File: src/hdl/stopwatch_pkg.sv
`default_nettype none

package stopwatch_pkg;

  // one decimal digit.
  typedef logic [3:0] bcd_t;

  // active-low segments, bit 0 is a, bit 6 is g.
  typedef logic [6:0] seg7_t;

  // edit cursor: 0 is no edit, 1..4 select hundredths up to tens of seconds.
  typedef logic [2:0] digit_sel_t;

  localparam int unsigned NUM_DIGITS = 4;

  localparam bcd_t BCD_MAX = 4'd9;

  localparam digit_sel_t SEL_NONE = 3'd0;
  localparam digit_sel_t SEL_LAST = 3'd4;

  // 100 MHz / 1_000_000 gives one tick per hundredth of a second.
  localparam int unsigned TICK_CYCLES_DEF = 1_000_000;

  // about 10 ms of stable press.
  localparam int unsigned DEBOUNCE_CYCLES_DEF = 1_000_000;

  localparam int unsigned DEBOUNCE_W = 20;
  localparam int unsigned TICK_W = 20;

endpackage

`default_nettype wire

File: src/hdl/time_ctrl_if.sv
`timescale 1ns/1ps
`default_nettype none

interface time_ctrl_if import stopwatch_pkg::*; ();

  logic       running;   // level, set by control.
  logic       tick;      // one hundredth has passed.
  digit_sel_t edit_sel;  // digit under the edit cursor.
  logic       edit_inc;  // bump the selected digit.

  modport ctrl_mp (
    output running,
    output edit_sel,
    output edit_inc
  );

  modport div_mp (
    input  running,
    output tick
  );

  modport cnt_mp (
    input tick,
    input edit_sel,
    input edit_inc
  );

endinterface

`default_nettype wire

File: src/hdl/button_debouncer.sv
`timescale 1ns/1ps
`default_nettype none

module button_debouncer import stopwatch_pkg::*; #(
  parameter int unsigned debounce_cycles = DEBOUNCE_CYCLES_DEF
) (
  input  logic clk100_i,
  input  logic rstn_i,
  input  logic btn_n_i,
  output logic press_o
);

  logic                  sync0_n;
  logic                  sync1_n;
  logic [DEBOUNCE_W-1:0] stable_cnt;

  always_ff @(posedge clk100_i or negedge rstn_i) begin
    if (!rstn_i) begin
      sync0_n <= 1'b1;
      sync1_n <= 1'b1;
    end else begin
      sync0_n <= btn_n_i;
      sync1_n <= sync0_n;
    end
  end

  // counts while held, parks at the limit until release.
  always_ff @(posedge clk100_i or negedge rstn_i) begin
    if (!rstn_i) begin
      stable_cnt <= '0;
      press_o    <= 1'b0;
    end else begin
      if (sync1_n) begin
        stable_cnt <= '0;
      end else if (stable_cnt != DEBOUNCE_W'(debounce_cycles)) begin
        stable_cnt <= stable_cnt + 1'b1;
      end
      press_o <= !sync1_n && (stable_cnt == DEBOUNCE_W'(debounce_cycles - 1));
    end
  end

endmodule

`default_nettype wire

File: src/hdl/tick_divider.sv
`timescale 1ns/1ps
`default_nettype none

module tick_divider import stopwatch_pkg::*; #(
  parameter int unsigned tick_cycles = TICK_CYCLES_DEF
) (
  input  logic        clk100_i,
  input  logic        rstn_i,
  time_ctrl_if.div_mp tc
);

  logic [TICK_W-1:0] div_cnt;
  logic              wrap;

  assign wrap    = (div_cnt == TICK_W'(tick_cycles - 1));
  assign tc.tick = tc.running && wrap;

  // residue is kept across a stop.
  always_ff @(posedge clk100_i or negedge rstn_i) begin
    if (!rstn_i) begin
      div_cnt <= '0;
    end else if (tc.running) begin
      if (wrap) begin
        div_cnt <= '0;
      end else begin
        div_cnt <= div_cnt + 1'b1;
      end
    end
  end

endmodule

`default_nettype wire

File: src/hdl/stopwatch_ctrl.sv
`timescale 1ns/1ps
`default_nettype none

module stopwatch_ctrl import stopwatch_pkg::*; (
  input  logic         clk100_i,
  input  logic         rstn_i,
  input  logic         start_stop_i,
  input  logic         set_i,
  input  logic         change_i,
  time_ctrl_if.ctrl_mp tc
);

  logic editing;

  assign editing = (tc.edit_sel != SEL_NONE);

  // run flag, a start is refused while a digit is selected.
  always_ff @(posedge clk100_i or negedge rstn_i) begin
    if (!rstn_i) begin
      tc.running <= 1'b0;
    end else if (start_stop_i) begin
      if (tc.running) begin
        tc.running <= 1'b0;
      end else if (!editing) begin
        tc.running <= 1'b1;
      end
    end
  end

  // edit cursor walks 1..4 and back to none.
  always_ff @(posedge clk100_i or negedge rstn_i) begin
    if (!rstn_i) begin
      tc.edit_sel <= SEL_NONE;
    end else if (set_i && !tc.running) begin
      if (tc.edit_sel == SEL_LAST) begin
        tc.edit_sel <= SEL_NONE;
      end else begin
        tc.edit_sel <= tc.edit_sel + 1'b1;
      end
    end
  end

  // a change in the same cycle as set is dropped.
  always_ff @(posedge clk100_i or negedge rstn_i) begin
    if (!rstn_i) begin
      tc.edit_inc <= 1'b0;
    end else begin
      tc.edit_inc <= change_i && !set_i && !tc.running && editing;
    end
  end

endmodule

`default_nettype wire

File: src/hdl/bcd_time_counter.sv
`timescale 1ns/1ps
`default_nettype none

module bcd_time_counter import stopwatch_pkg::*; (
  input  logic                  clk100_i,
  input  logic                  rstn_i,
  time_ctrl_if.cnt_mp           tc,
  output bcd_t [NUM_DIGITS-1:0] digits_o
);

  bcd_t [NUM_DIGITS-1:0] digit_q;
  logic [NUM_DIGITS-1:0] adv;

  function automatic bcd_t next_digit(input bcd_t d);
    if (d == BCD_MAX) begin
      return '0;
    end
    return d + 1'b1;
  endfunction

  // ripple carry from the tick, or a single edited digit.
  always_comb begin : adv_logic
    logic carry;
    carry = tc.tick;
    for (int i = 0; i < NUM_DIGITS; i++) begin
      adv[i] = carry || (tc.edit_inc && (tc.edit_sel == digit_sel_t'(i + 1)));
      carry  = carry && (digit_q[i] == BCD_MAX);
    end
  end

  always_ff @(posedge clk100_i or negedge rstn_i) begin
    if (!rstn_i) begin
      digit_q <= '0;
    end else begin
      for (int i = 0; i < NUM_DIGITS; i++) begin
        if (adv[i]) begin
          digit_q[i] <= next_digit(digit_q[i]);
        end
      end
    end
  end

  assign digits_o = digit_q;

endmodule

`default_nettype wire

File: src/hdl/seg7_decoder.sv
`timescale 1ns/1ps
`default_nettype none

module seg7_decoder import stopwatch_pkg::*; (
  input  bcd_t  digit_i,
  output seg7_t seg_o
);

  always_comb begin
    case (digit_i)
      4'd0:    seg_o = 7'h40;
      4'd1:    seg_o = 7'h79;
      4'd2:    seg_o = 7'h24;
      4'd3:    seg_o = 7'h30;
      4'd4:    seg_o = 7'h19;
      4'd5:    seg_o = 7'h12;
      4'd6:    seg_o = 7'h02;
      4'd7:    seg_o = 7'h78;
      4'd8:    seg_o = 7'h00;
      4'd9:    seg_o = 7'h10;
      default: seg_o = 7'h3F;  // dash, only g lit.
    endcase
  end

endmodule

`default_nettype wire

File: src/hdl/stopwatch_top.sv
`timescale 1ns/1ps
`default_nettype none

module stopwatch_top import stopwatch_pkg::*; #(
  parameter int unsigned tick_cycles     = TICK_CYCLES_DEF,
  parameter int unsigned debounce_cycles = DEBOUNCE_CYCLES_DEF
) (
  input  logic  clk100_i,
  input  logic  rstn_i,
  input  logic  start_stop_i,
  input  logic  set_i,
  input  logic  change_i,
  output seg7_t hex0_o,
  output seg7_t hex1_o,
  output seg7_t hex2_o,
  output seg7_t hex3_o,
  output logic  running_o
);

  logic                  start_stop_press;
  logic                  set_press;
  logic                  change_press;
  bcd_t [NUM_DIGITS-1:0] digits;

  time_ctrl_if tc ();

  button_debouncer #(.debounce_cycles(debounce_cycles)) start_stop_deb_inst (
    .clk100_i(clk100_i), .rstn_i(rstn_i), .btn_n_i(start_stop_i), .press_o(start_stop_press)
  );
  button_debouncer #(.debounce_cycles(debounce_cycles)) set_deb_inst (
    .clk100_i(clk100_i), .rstn_i(rstn_i), .btn_n_i(set_i), .press_o(set_press)
  );
  button_debouncer #(.debounce_cycles(debounce_cycles)) change_deb_inst (
    .clk100_i(clk100_i), .rstn_i(rstn_i), .btn_n_i(change_i), .press_o(change_press)
  );

  stopwatch_ctrl ctrl_inst (
    .clk100_i(clk100_i), .rstn_i(rstn_i), .start_stop_i(start_stop_press),
    .set_i(set_press), .change_i(change_press), .tc(tc.ctrl_mp)
  );

  tick_divider #(.tick_cycles(tick_cycles)) divider_inst (
    .clk100_i(clk100_i), .rstn_i(rstn_i), .tc(tc.div_mp)
  );

  bcd_time_counter counter_inst (
    .clk100_i(clk100_i), .rstn_i(rstn_i), .tc(tc.cnt_mp), .digits_o(digits)
  );

  // hex0 is hundredths, hex3 tens of seconds.
  seg7_decoder hex0_dec_inst (.digit_i(digits[0]), .seg_o(hex0_o));
  seg7_decoder hex1_dec_inst (.digit_i(digits[1]), .seg_o(hex1_o));
  seg7_decoder hex2_dec_inst (.digit_i(digits[2]), .seg_o(hex2_o));
  seg7_decoder hex3_dec_inst (.digit_i(digits[3]), .seg_o(hex3_o));

  assign running_o = tc.running;

endmodule

`default_nettype wire

File: config.mk
export PLATFORM = sky130hd
export DESIGN_NAME = stopwatch_top
export DESIGN_NICKNAME = d
export VERILOG_FILES = /design/src/hdl/stopwatch_pkg.sv /design/src/hdl/time_ctrl_if.sv /design/src/hdl/button_debouncer.sv /design/src/hdl/tick_divider.sv /design/src/hdl/stopwatch_ctrl.sv /design/src/hdl/bcd_time_counter.sv /design/src/hdl/seg7_decoder.sv /design/src/hdl/stopwatch_top.sv
export SDC_FILE = /design/constraint.sdc
export NUM_CORES = 1
export LEC_CHECK = 0
export BUFFER_PORTS_ARGS = -buffer_cell sky130_fd_sc_hd__buf_2
export CORE_MARGIN = 3
export CORE_UTILIZATION = 26
export DETAILED_ROUTE_END_ITERATION = 6
export PLACE_DENSITY = 0.52
export SYNTH_ARGS = -nofsm -noshare
export SYNTH_HDL_FRONTEND = slang
export SYNTH_SLANG_ARGS = --single-unit
File: constraint.sdc
create_clock -name clk100_i -period 3.25 [get_ports clk100_i]
set_clock_uncertainty 0.2 [all_clocks]
set_input_delay 0.4875 -clock clk100_i [delete_from_list [all_inputs] [get_ports clk100_i]]
set_output_delay 0.4875 -clock clk100_i [all_outputs]
set_load 0.005 [all_outputs]
* After elaboration in Yosys (flattened, before gate mapping)
Memory sizes are Yosys's and may differ from the RTL's.
Index checks and enable logic that the tools add are counted.
** Cells by class
- Multiplexer cells :: 26
- Reductions and logical operators :: 28
- Add/sub/neg operators :: 9
- Equality and inequality tests :: 15
** Operators by type and width (number)
- $mux 20 :: 7
- $add 20x1->20 const B :: 4
- $eq 20x20->1 const B :: 4
- $ne 20x20->1 const B :: 3
- $mux 4 :: 8
- $add 4x1->4 const B :: 4
- $eq 4x4->1 const B :: 4
- $logic_and 1x1->1 :: 15
- $mux 1 :: 10
- $eq 3x2->1 const B :: 2
- $reduce_bool 2->1 :: 3
- $logic_not 1->1 :: 5
- $logic_or 1x1->1 :: 4
- $add 3x1->3 const B :: 1
- $eq 3x1->1 const B :: 1
- $eq 3x3->1 const B :: 1
- $mux 3 :: 1
- $reduce_bool 3->1 :: 1
** Word-level totals
- ROM bits :: 448
- Flip-flop bits (word level) :: 110
- Output and inout port bits :: 29
- Input port bits :: 5
- Memories :: 4
- Word-level logic and storage cells :: 102
** Memory list
- (no name shown) :: depth 16, width 7, read ports 1, clocked after Yosys merged registers in 0, write ports 0, RTL line seg7_decoder.sv:10 : case (digit_i)
- (no name shown) :: depth 16, width 7, read ports 1, clocked after Yosys merged registers in 0, write ports 0, RTL line seg7_decoder.sv:10
- (no name shown) :: depth 16, width 7, read ports 1, clocked after Yosys merged registers in 0, write ports 0, RTL line seg7_decoder.sv:10
- (no name shown) :: depth 16, width 7, read ports 1, clocked after Yosys merged registers in 0, write ports 0, RTL line seg7_decoder.sv:10

* Longest topological paths before layout
Gate-level depths: netlist of run 1.
- Depth in word-level cells :: 8
- Gate-level depth with buffers :: 7
- Mapped depth without buffers :: 7

* Cells and area by module
Synthesis of run 1 repeated with hierarchy kept, for this count alone.
** Second synthesis, totals
- Cells, all modules :: 697
- Area total of the unflattened synthesis :: 6655.1 sq um
** By module, submodules not included
- button_debouncer at change_deb_inst ... :: area an instance 1189.9 sq um, cells each 122, seq. area each 578.1 sq um, times used 2
- button_debouncer at set_deb_inst :: area an instance 1208.7 sq um, cells each 122, seq. area each 578.1 sq um, times used 1
- tick_divider :: area an instance 1021.0 sq um, cells each 100, seq. area each 500.5 sq um, times used 1
- bcd_time_counter :: area an instance 872.1 sq um, cells each 85, seq. area each 400.4 sq um, times used 1
- seg7_decoder at hex0_dec_inst ... :: area an instance 224.0 sq um, cells each 31, seq. area each 0.0 sq um, times used 2
- stopwatch_ctrl :: area an instance 255.2 sq um, cells each 22, seq. area each 125.1 sq um, times used 1
- seg7_decoder at hex3_dec_inst :: area an instance 240.2 sq um, cells each 31, seq. area each 0.0 sq um, times used 1
- seg7_decoder at hex2_dec_inst :: area an instance 230.2 sq um, cells each 31, seq. area each 0.0 sq um, times used 1

* Worst setup path before layout of run 1
OpenSTA, ideal clock, no wires.
- Path type :: register -> register
- From :: register counter_inst.digit_q (netlist bit counter_inst.digits_o[9])
- To :: register counter_inst.digit_q (netlist bit counter_inst.digits_o[14])
- Cell stages (with the launch flop) :: 8
- Clock period less this slack :: 2.295 ns
- Arrival time :: 1.968 ns
- Setup slack :: 0.955 ns
- Cell sequence :: dfrtp_1 -> inv_1 -> ha_1 -> and3b_1 -> nand2_1 -> or4_4 -> a21boi_2 -> mux2_1
** On the way
- Cells in the longest elaborated chain, start to end :: 3
** RTL lines
- from (decl) :: RTL line bcd_time_counter.sv:11 : bcd_t [NUM_DIGITS-1:0] digit_q;
- from (signal, indexed assignment) :: RTL line bcd_time_counter.sv:37 : digit_q[i] <= next_digit(digit_q[i]);
- $eq 4x4->1 :: RTL line bcd_time_counter.sv:27 : carry = carry && (digit_q[i] == BCD_MAX);
- $logic_and 1x1->1 :: RTL line bcd_time_counter.sv:27
- $logic_or 1x1->1 :: RTL line bcd_time_counter.sv:26 : adv[i] = carry || (tc.edit_inc && (tc.edit_sel == digit_sel_t'(i + 1)));
Every way passes these cells.
A chain may end at the register's enable or synchronous reset.

* Final worst setup path of run 1
- From :: register counter_inst.digit_q (netlist bit counter_inst.digits_o[13])
- To :: output port hex3_o[3]
** On the way
- Cells in the longest elaborated chain, start to end :: 1
** RTL lines
- $mem_v2 16x7
- to (decl) :: RTL line stopwatch_top.sv:16 : output seg7_t hex3_o,
Every way passes these cells.

==> flow_summary.ini, run 1 <==
[clocking]
postCtsSetupRepairBufs = 0
cts_buffers = 9
clockBufferDepth = 2
root_buffer = clkbuf_16
path_clk_slew_ps = 70
holdBufCountCts = 0
tritoncts = done
h-tree-depth = 3
cts.sinks = 110
cts_resized = 0
worstSkewPairLatency_ps = 350

[grt]
grt_pass1_wl_um = 20500
grt_max_degree = 53
grtUsageMet2 = 0.149
grt-busiest-layer = met2
grt_use_total = 0.0938
grt_pass1_vias = 4320
met1_usage = 0.130
grt_overflow = 0
use_met3 = 0.0219
antenna_found_initial = 0

[pwr]
peakVddDrop_mv = 0.240
p_clk_frac = 0.450
p_leak_uw = 0.00300
pwr-share-seq = 0.526
power.internal_uw = 2090
combPwrFrac = 0.023
netSwitchingFraction = 0.220
power_switching_uw = 589
cellPowerDensity_mw_per_mm2 = 386

[hold_path]
hp-class = in2async

[synthesis]
syn_avg_cell_area_sq_um = 9.25
async_reset_ff_frac = 1.00
synth_fp_nets = 694
synthCells = 657
ys_types = 55
synth.top_cell.area_share = 0.428
netlist.top_cell.by_area = dfrtp_1
yosys_warnings = 0
synth_flop_cell = dfrtp_1
ys_seq_area_frac = 0.454
synthesis.area_sq_mm = 0.00608
ys_seq_elements = 110
synth_area_leaders = dfrtp_1, xor2_1, nor2_1, ha_1, nand3_1
synth_edf_count = 0

[critical_path]
worstPathMaxFanout = 8
cp-end-kind = primary output
critPathMostFrequentCell = nor2_1
worstPathCellList = inv_1 > ha_1 > nor2_1 > a21oi_1 > nor2_1 > a31oi_1 > buf_2
cp.required_ps = 2560
arrival_ps = 1840
crit_type = reg2out
worstSetupStartpointType = flip-flop
cp_slowest_stage_delay_ps = 440
slowest_stage = dfrtp_1
path_buf_inv = 2
path_delay_family = flip-flops

[floorplanning]
die_w_um = 159
fp.coreArea_sq_mm = 0.0228
initial_core_util = 0.267
dieHeight_um = 159
io_pins = 34
num_rows = 55
die_area_sq_mm = 0.0253

[layout]
area_growth_syn_to_layout_pct = 14.0
layout_common_cells = nor2_1, dfrtp_1, nand2_1, xor2_1, nand3_1
fillers = 2380
diodes = 0
seq_area_sq_mm = 0.00276
layout_commonest_cell = nor2_1
multi_input_area_sq_mm = 0.00313
drive_above_1_share = 0.103
nNetsFinal = 722

[sta]
fin_hold_ws_ps = -17.2
worst_slew_pin_slew_ps = 815
grt_setup_unrepaired = false
fin_setup_tns_ps = 0
finalHoldViolations = 41
setup-violations-final = 0
final.period_utilization = 0.777
drv_slew = 0
fmax_mhz = 396
min_period_ps = 2520
relSlewSlack = 0.452

[run_status]
status = finished, violations left
failed_checks = hold timing

[drt]
first_pass_iters = 4
wl_per_cell_um = 11.6
dr.first_iter.drc_count = 261
viasPerCell = 4.45
post-route-drc-count = 0
drtAntennaViolNets = 0
vias = 4467
wl_um = 11600

[place]
gp_congestion = 0.796
portBuffers = 33
place_hpwl_um = 8030

[flow_run]
cap_violations = 0
power by group through the flow:
stage / registers [uW] / clock network [uW] / logic, uW
after floorplan: 1420 / 0 / 34.4
after global placement: 1440 / 0 / 65.4
after detailed placement: 1440 / 0 / 66.5
after CTS: 1410 / 1260 / 66.8
after global routing: 1410 / 1310 / 75.2
final: 1410 / 1210 / 62.6
through the flow:
| stage | instances | setup WS [ps] | utilization | total power, uW | area (sq um) |
|---|---|---|---|---|---|
| final | 1003 | 725 | 0.304 | 2680 | 6930 |
| after CTS | 1003 | 740 | 0.304 | 2740 | 6930 |
| after global routing | 1003 | 466 | 0.304 | 2790 | 6930 |
| after global placement | 987 | 819 | 0.290 | 1500 | 6600 |
| after floorplan | 657 | 955 | - | 1460 | 6080 |
| after detailed placement | 987 | 789 | 0.290 | 1500 | 6600 |
synth_stat cells, types with 3 or more instances:
cell type / count
dfstp_2: 6
ha_1: 32
and4_1: 5
nor4b_1: 4
dfrtp_1: 104
and3_1: 12
nand2_1: 58
clkbuf_1: 18
or3_1: 4
and3b_1: 4
xnor2_1: 22
o21ai_0: 22
xor2_1: 49
nor2b_1: 3
nor2_1: 113
nand3b_1: 4
nand4_1: 19
nand2b_1: 4
mux2_1: 3
inv_1: 30
nor3_1: 8
nor4_1: 11
a21oi_1: 26
nand3_1: 47
mux2i_1: 8
o22a_1: 3
layout make-up:
class                      count  share of cell area
multi-input combinational    498               0.452
sequential                   110               0.398
tap                          313              0.0565
clock buffer                   9              0.0325
timing repair buffer          36              0.0292
inverter                      30              0.0162
clock inverter                 7              0.0150
flip-flops by register name, summed over array words and instances, names as in the netlist, 3 cells and up:
register / cells
change_deb_inst.stable_cnt: 20
divider_inst.div_cnt: 20
set_deb_inst.stable_cnt: 20
start_stop_deb_inst.stable_cnt: 20
counter_inst.digits_o: 16
ctrl_inst.tc.edit_sel: 3
path summary, 6_finish.rpt:
kind / slack (ps) / endpoint / depth (start not counted) / from
setup / recovery: 730 / hex3_o[3] / 7 / counter_inst.digits_o[13]
hold / removal: -20 / start_stop_deb_inst.stable_cnt[15] / 1 / rstn_i
setup reg to reg: 780 / counter_inst.digits_o[12] / 7 / counter_inst.digits_o[9]
hold reg to reg: 160 / start_stop_deb_inst.sync1_n / 0 / start_stop_deb_inst.sync0_n
max in group asynchronous: 2100 / set_deb_inst.stable_cnt[3] / 2 / rstn_i
min in group clk100_i: 30 / start_stop_deb_inst.sync0_n / 1 / start_stop_i
logic make-up after synthesis:
family                     Yosys count  synth area share
AOI/OAI and AO/OA                   71            0.0698
xor gates and xnor gates            71             0.102
adders and majority gates           32            0.0659
buffers and inverters               49            0.0305
DFF                                110             0.454
muxes                               14            0.0249
and+or+nand+nor                    310             0.253
layer usage:
| layer | routed length [um] | vias to the layer above |
|---|---|---|
| met1 | 5940 | 2099 |
| met3 | 441 | 11 |
| li1 | - | 2295 |
| met2 | 5090 | 62 |
| met5 | 0 | - |
| met4 | 120 | 0 |
Power figures use the tool's default switching activity.
==> run 2: changes to the inputs <==
ABC_AREA = 1   (was default)
clock period = 2.5 ns   (was 3.25 ns; I/O delays follow)
==> flow_summary.ini, run 2 <==
[run_status]
status = finished clean

[synthesis]
async_reset_ff_frac = 1.00
synth_fp_nets = 881
synth_edf_count = 0
synth_flop_cell = dfrtp_1
synthesis.area_sq_mm = 0.00639
ys_types = 38
synth.top_cell.area_share = 0.407
synth.most_common_cell = nand2_1
yosys_warnings = 0
ys_seq_area_frac = 0.432
syn_avg_cell_area_sq_um = 7.57
synth_area_leaders = dfrtp_1, nand2_1, inv_1, nor2_1, ha_1
synthTopCellsByCount = nand2_1, inv_1, nor2_1
synthCells = 844
netlist.top_cell.by_area = dfrtp_1
ys_seq_elements = 110

[critical_path]
arrival_ps = 1670
worstSetupStartpointType = flip-flop
reg2reg_slack_ps = 520
r2r_start = divider_inst.div_cnt[1]
worstPathCellList = inv_1 > ha_1 > nand2_1 > inv_1 > o21ai_0 > buf_2
crit_cells = 6
slowest_stage = dfrtp_1
reg2reg_depth = 10
critPathMostFrequentCell = inv_1
timing.critical_path.from = counter_inst.digits_o[12]
path_delay_family = flip-flops
cp-end-kind = primary output
critPathCapture = hex3_o[3]
crit_type = reg2out
cp.required_ps = 1920
reg2reg_to = counter_inst.digits_o[9]
cp_slowest_stage_delay_ps = 480
worstPathMaxFanout = 7
path_buf_inv = 3

[place]
place_hpwl_um = 9820
gp_congestion = 0.885
portBuffers = 33
dp_cells = 1190

[floorplanning]
fp.coreArea_sq_mm = 0.0238
initial_core_util = 0.268
io_pins = 34
die_w_um = 163
die_area_sq_mm = 0.0265
num_rows = 56
dieHeight_um = 163

[drt]
viasPerCell = 4.46
dr.first_iter.drc_count = 400
post-route-drc-count = 0
wl_per_cell_um = 11.1
drtAntennaViolNets = 0
vias = 5400
first_pass_iters = 4
wl_um = 13400

[grt]
grt_pass1_wl_um = 23900
antenna_found_initial = 0
grt_overflow = 0
grt_max_degree = 92
grt_use_total = 0.106
grt_pass1_vias = 5187

[sta]
worst_slew_pin_slew_ps = 495
final.period_utilization = 0.900
fmax_mhz = 445
min_period_ps = 2250
fin_hold_ws_ps = 157
grt_setup_unrepaired = false
setup-violations-final = 0
finalHoldViolations = 0
drv_slew = 0
fin_setup_tns_ps = 0
relSlewSlack = 0.670

[layout]
fillers = 2579
area_growth_syn_to_layout_pct = 14.3
layout_common_cells = nand2_1, inv_1, nor2_1, dfrtp_1, o21ai_0
diodes = 0
drive_above_1_share = 0.0898
layout_commonest_cell = nand2_1
nNetsFinal = 923
instances_no_fill = 1210

[clocking]
tritoncts = done
postCtsSetupRepairBufs = 0
root_buffer = clkbuf_16
cts_buffers = 9
path_clk_slew_ps = 70
worstSkewPairLatency_ps = 350
h-tree-depth = 3
clockBufferDepth = 2
cts.sinks = 110

[flow_run]
cap_violations = 0

[hold_path]
hp-class = reg2reg

[pwr]
cellPowerDensity_mw_per_mm2 = 467
peakVddDrop_mv = 0.277
p_leak_uw = 0.00358
[run 2: metrics by stage]
stage          setup WS (ps)   util  power, uW  instance area, sq um
3_3_place_gp             552  0.292       1950                  6960
3_5_place_dp             515  0.292       1960                  6960
5_1_grt                  102  0.307       3580                  7300
2_1_floorplan            648      -       1900                  6390
4_1_cts                  216  0.307       3500                  7300
6_report                 251  0.307       3410                  7300
[run 2: layout make-up]
cell class,instances,area (sq um),area share
flip-flops and latches,110,2760,0.378
well taps,319,399,0.0546
repair buffers,41,250,0.0343
clock buffers,12,256,0.0351
multi-input cells,589,3080,0.422
clock inverters,4,52.6,0.00719
inverters,135,507,0.0694
[run 2: layer usage]
metal	track usage	up-vias	part of all wire
li1	-	2831	-
met1	0.144	2498	0.51
met2	0.172	63	0.45
met3	0.0229	8	0.028
met4	0.0281	0	0.0081
met5	0	-	0
[run 2: cell families (layout without fill, tap and decap cells)]
family	after synthesis	after routing	synth area share
adder cells (fa/ha/maj)	32	32	0.0626
AND/OR/NAND/NOR	396	396	0.279
AO/OA/AOI/OAI	148	148	0.123
flip-flops	110	110	0.432
buffers and inverters	145	192	0.0863
XOR/XNOR	13	13	0.0178
[run 2: what timing repair did]
item,4_1_cts,5_1_grt
gates resized for setup,0,0
endpoints found under the setup margin,0,0
hold buffers,4,0
hold endpoints to repair,22,0
[run 2: power breakdown]
| group | leakage (uW) | total, uW | switching, uW | internal (uW) |
|---|---|---|---|---|
| registers | 0.00151 | 1820 | 18.6 | 1800 |
| logic | 0.00192 | 104 | 71.9 | 31.8 |
| clock network | 0.000153 | 1490 | 655 | 837 |
| total | 0.00358 | 3410 | 745 | 2670 |
[run 2: worst min path at each step]
| stage | startpoint | endpoint | cells after the start |
|---|---|---|---|
| 6_report | change_deb_inst.sync0_n | change_deb_inst.sync1_n | 0 |
| 5_1_grt | set_deb_inst.sync0_n | set_deb_inst.sync1_n | 0 |
| 3_3_place_gp | rstn_i | start_stop_deb_inst.stable_cnt[16] | 1 |
| 2_1_floorplan | rstn_i | change_deb_inst.press_o | 0 |
| 4_1_cts | set_deb_inst.sync0_n | set_deb_inst.sync1_n | 0 |
| 3_5_place_dp | rstn_i | start_stop_deb_inst.stable_cnt[11] | 1 |
[run 2: worst register-to-register path: cells and delay by family (launching register included)]
kind | cells | cell delay (ps)
adder cells (fa/ha/maj) | 1 | 310
AND/OR/NAND/NOR | 8 | 960
flip-flops | 1 | 360
buffers and inverters | 1 | 50
==> run 3: changes to the inputs <==
BUFFER_PORTS_ARGS = default   (was -buffer_cell sky130_fd_sc_hd__buf_2)
CORE_UTILIZATION = 64   (was 26)
DONT_BUFFER_PORTS = 1   (was default)
PLACE_DENSITY = 0.91   (was 0.52)
==> flow_summary.ini, run 3 (synthesis gave the netlist of run 2 again) <==
[pwr]
cellPowerDensity_mw_per_mm2 = 450
p_leak_uw = 0.00336
peakVddDrop_mv = 0.530

[critical_path]
cp-end-kind = primary output
worstPathMaxFanout = 6
cp.required_ps = 1920
worstSetupStartpointType = flip-flop
arrival_ps = 1720
r2r_start = divider_inst.div_cnt[1]
reg2reg_slack_ps = 390
timing.critical_path.from = counter_inst.digits_o[8]
critPathCapture = hex2_o[3]
reg2reg_to = counter_inst.digits_o[8]
reg2reg_depth = 10
crit_type = reg2out

[drt]
wl_per_cell_um = 13.3
viasPerCell = 5.73
dr.first_iter.drc_count = 406
post-route-drc-count = 0
drtAntennaViolNets = 0
first_pass_iters = 6
wl_um = 13100
vias = 5635

[clocking]
h-tree-depth = 3
worstSkewPairLatency_ps = 380
cts_buffers = 9
tritoncts = done
cts.sinks = 110
clockBufferDepth = 2
postCtsSetupRepairBufs = 0
root_buffer = clkbuf_8
holdBufCountCts = 3
path_clk_slew_ps = 100

[flow_run]
cap_violations = 0

[layout]
diodes = 0
drive_above_1_share = 0.0538
final_area_sq_mm = 0.00677
layout_common_cells = nand2_1, inv_1, nor2_1, dfrtp_1, o21ai_0
layout_commonest_cell = nand2_1
area_growth_syn_to_layout_pct = 5.99
nNetsFinal = 887
finish.utilization = 0.716

[hold_path]
hp-class = in2async

[grt]
grt_use_total = 0.244
grt_max_degree = 111
antenna_found_initial = 0
grt_pass1_wl_um = 23100
grt_overflow = 0
grt_pass1_vias = 5343

[floorplanning]
fp.coreArea_sq_mm = 0.00946
num_rows = 35
die_w_um = 106
dieHeight_um = 106
initial_core_util = 0.676
io_pins = 34
die_area_sq_mm = 0.0112

[run_status]
status = finished, violations left
failed_checks = hold timing

[sta]
min_period_ps = 2300
relSlewSlack = 0.694
worst_slew_pin_slew_ps = 455
grt_setup_unrepaired = false
fin_hold_ws_ps = -523
finalHoldViolations = 110
setup-violations-final = 0
final.period_utilization = 0.918
fin_setup_tns_ps = 0
drv_slew = 0
setup_ws_ps = 205
fmax_mhz = 436

[place]
place_hpwl_um = 9550
dpl_cell_area_sq_mm = 0.00652
gp_congestion = 0.935
portBuffers = 0
pre_cts_ws_ps = 426
==> run 3: cell types whose count changed in the layout (fill, tap and decap cells not counted) <==
| cell | previous run | this run |
|---|---|---|
| clkbuf_1 | 1 | 0 |
| inv_6 | 1 | 3 |
| clkbuf_8 | 2 | 10 |
| inv_8 | 0 | 1 |
| clkinv_4 | 1 | 0 |
| dlygate4sd3_1 | 4 | 3 |
| buf_2 | 32 | 0 |
| buf_4 | 4 | 2 |
| clkbuf_16 | 9 | 0 |
| clkinv_8 | 0 | 1 |
| buf_12 | 1 | 0 |
| clkinv_2 | 1 | 0 |
==> run 3: stage by stage <==
step                      total power, uW  cells
after global routing                 3150    984
after detailed placement             1910    965
after floorplan                      1900    844
after CTS                            3070    984
after global placement               1900    965
final                                3050    984
==> run 3: worst min path at each step <==
stage,endpoint,slack (ps)
4_1_cts,start_stop_deb_inst.stable_cnt[16],-540
6_report,set_deb_inst.stable_cnt[2],-520
3_3_place_gp,set_deb_inst.stable_cnt[3],-120
5_1_grt,start_stop_deb_inst.stable_cnt[16],-550
3_5_place_dp,set_deb_inst.stable_cnt[2],-120
2_1_floorplan,change_deb_inst.press_o,-120
==> run 3: area by class of cell <==
cell class / count / area, sq um
Tap cell: 129 / 161
Inverter: 135 / 507
Fill cell: 732 / 2690
Multi-Input combinational cell: 589 / 3080
Clock inverter: 6 / 83.8
Clock buffer: 10 / 138
Sequential cell: 110 / 2760
Timing Repair Buffer: 5 / 45.0
==> run 3: timing repair <==
action	in CTS	in global routing
endpoints found under the hold margin	113	110
endpoints found under the setup margin	0	0
gates resized for setup	0	0
==> run 3: power by group <==
| group | internal, uW | switching (uW) | total (uW) |
|---|---|---|---|
| Sequential | 1800 | 18.2 | 1820 |
| Combinational | 25.4 | 37.9 | 63.3 |
| Clock | 517 | 649 | 1170 |
| Total | 2340 | 705 | 3050 |
==> run 3: worst max-delay path, stage by stage (launching register included) <==
cell and delay [ps]:
dfrtp_1 470, inv_1 130, ha_1 340, nand2_1 100, inv_1 50, o21ai_0 260
==> run 3: per-layer routing <==
metal,global-route usage,routed length [um],vias to the layer above
met3,0.0431,630,18
met2,0.431,6530,159
met4,0.0703,175,0
met5,0,0,-
met1,0.309,5750,2684
li1,-,-,2774
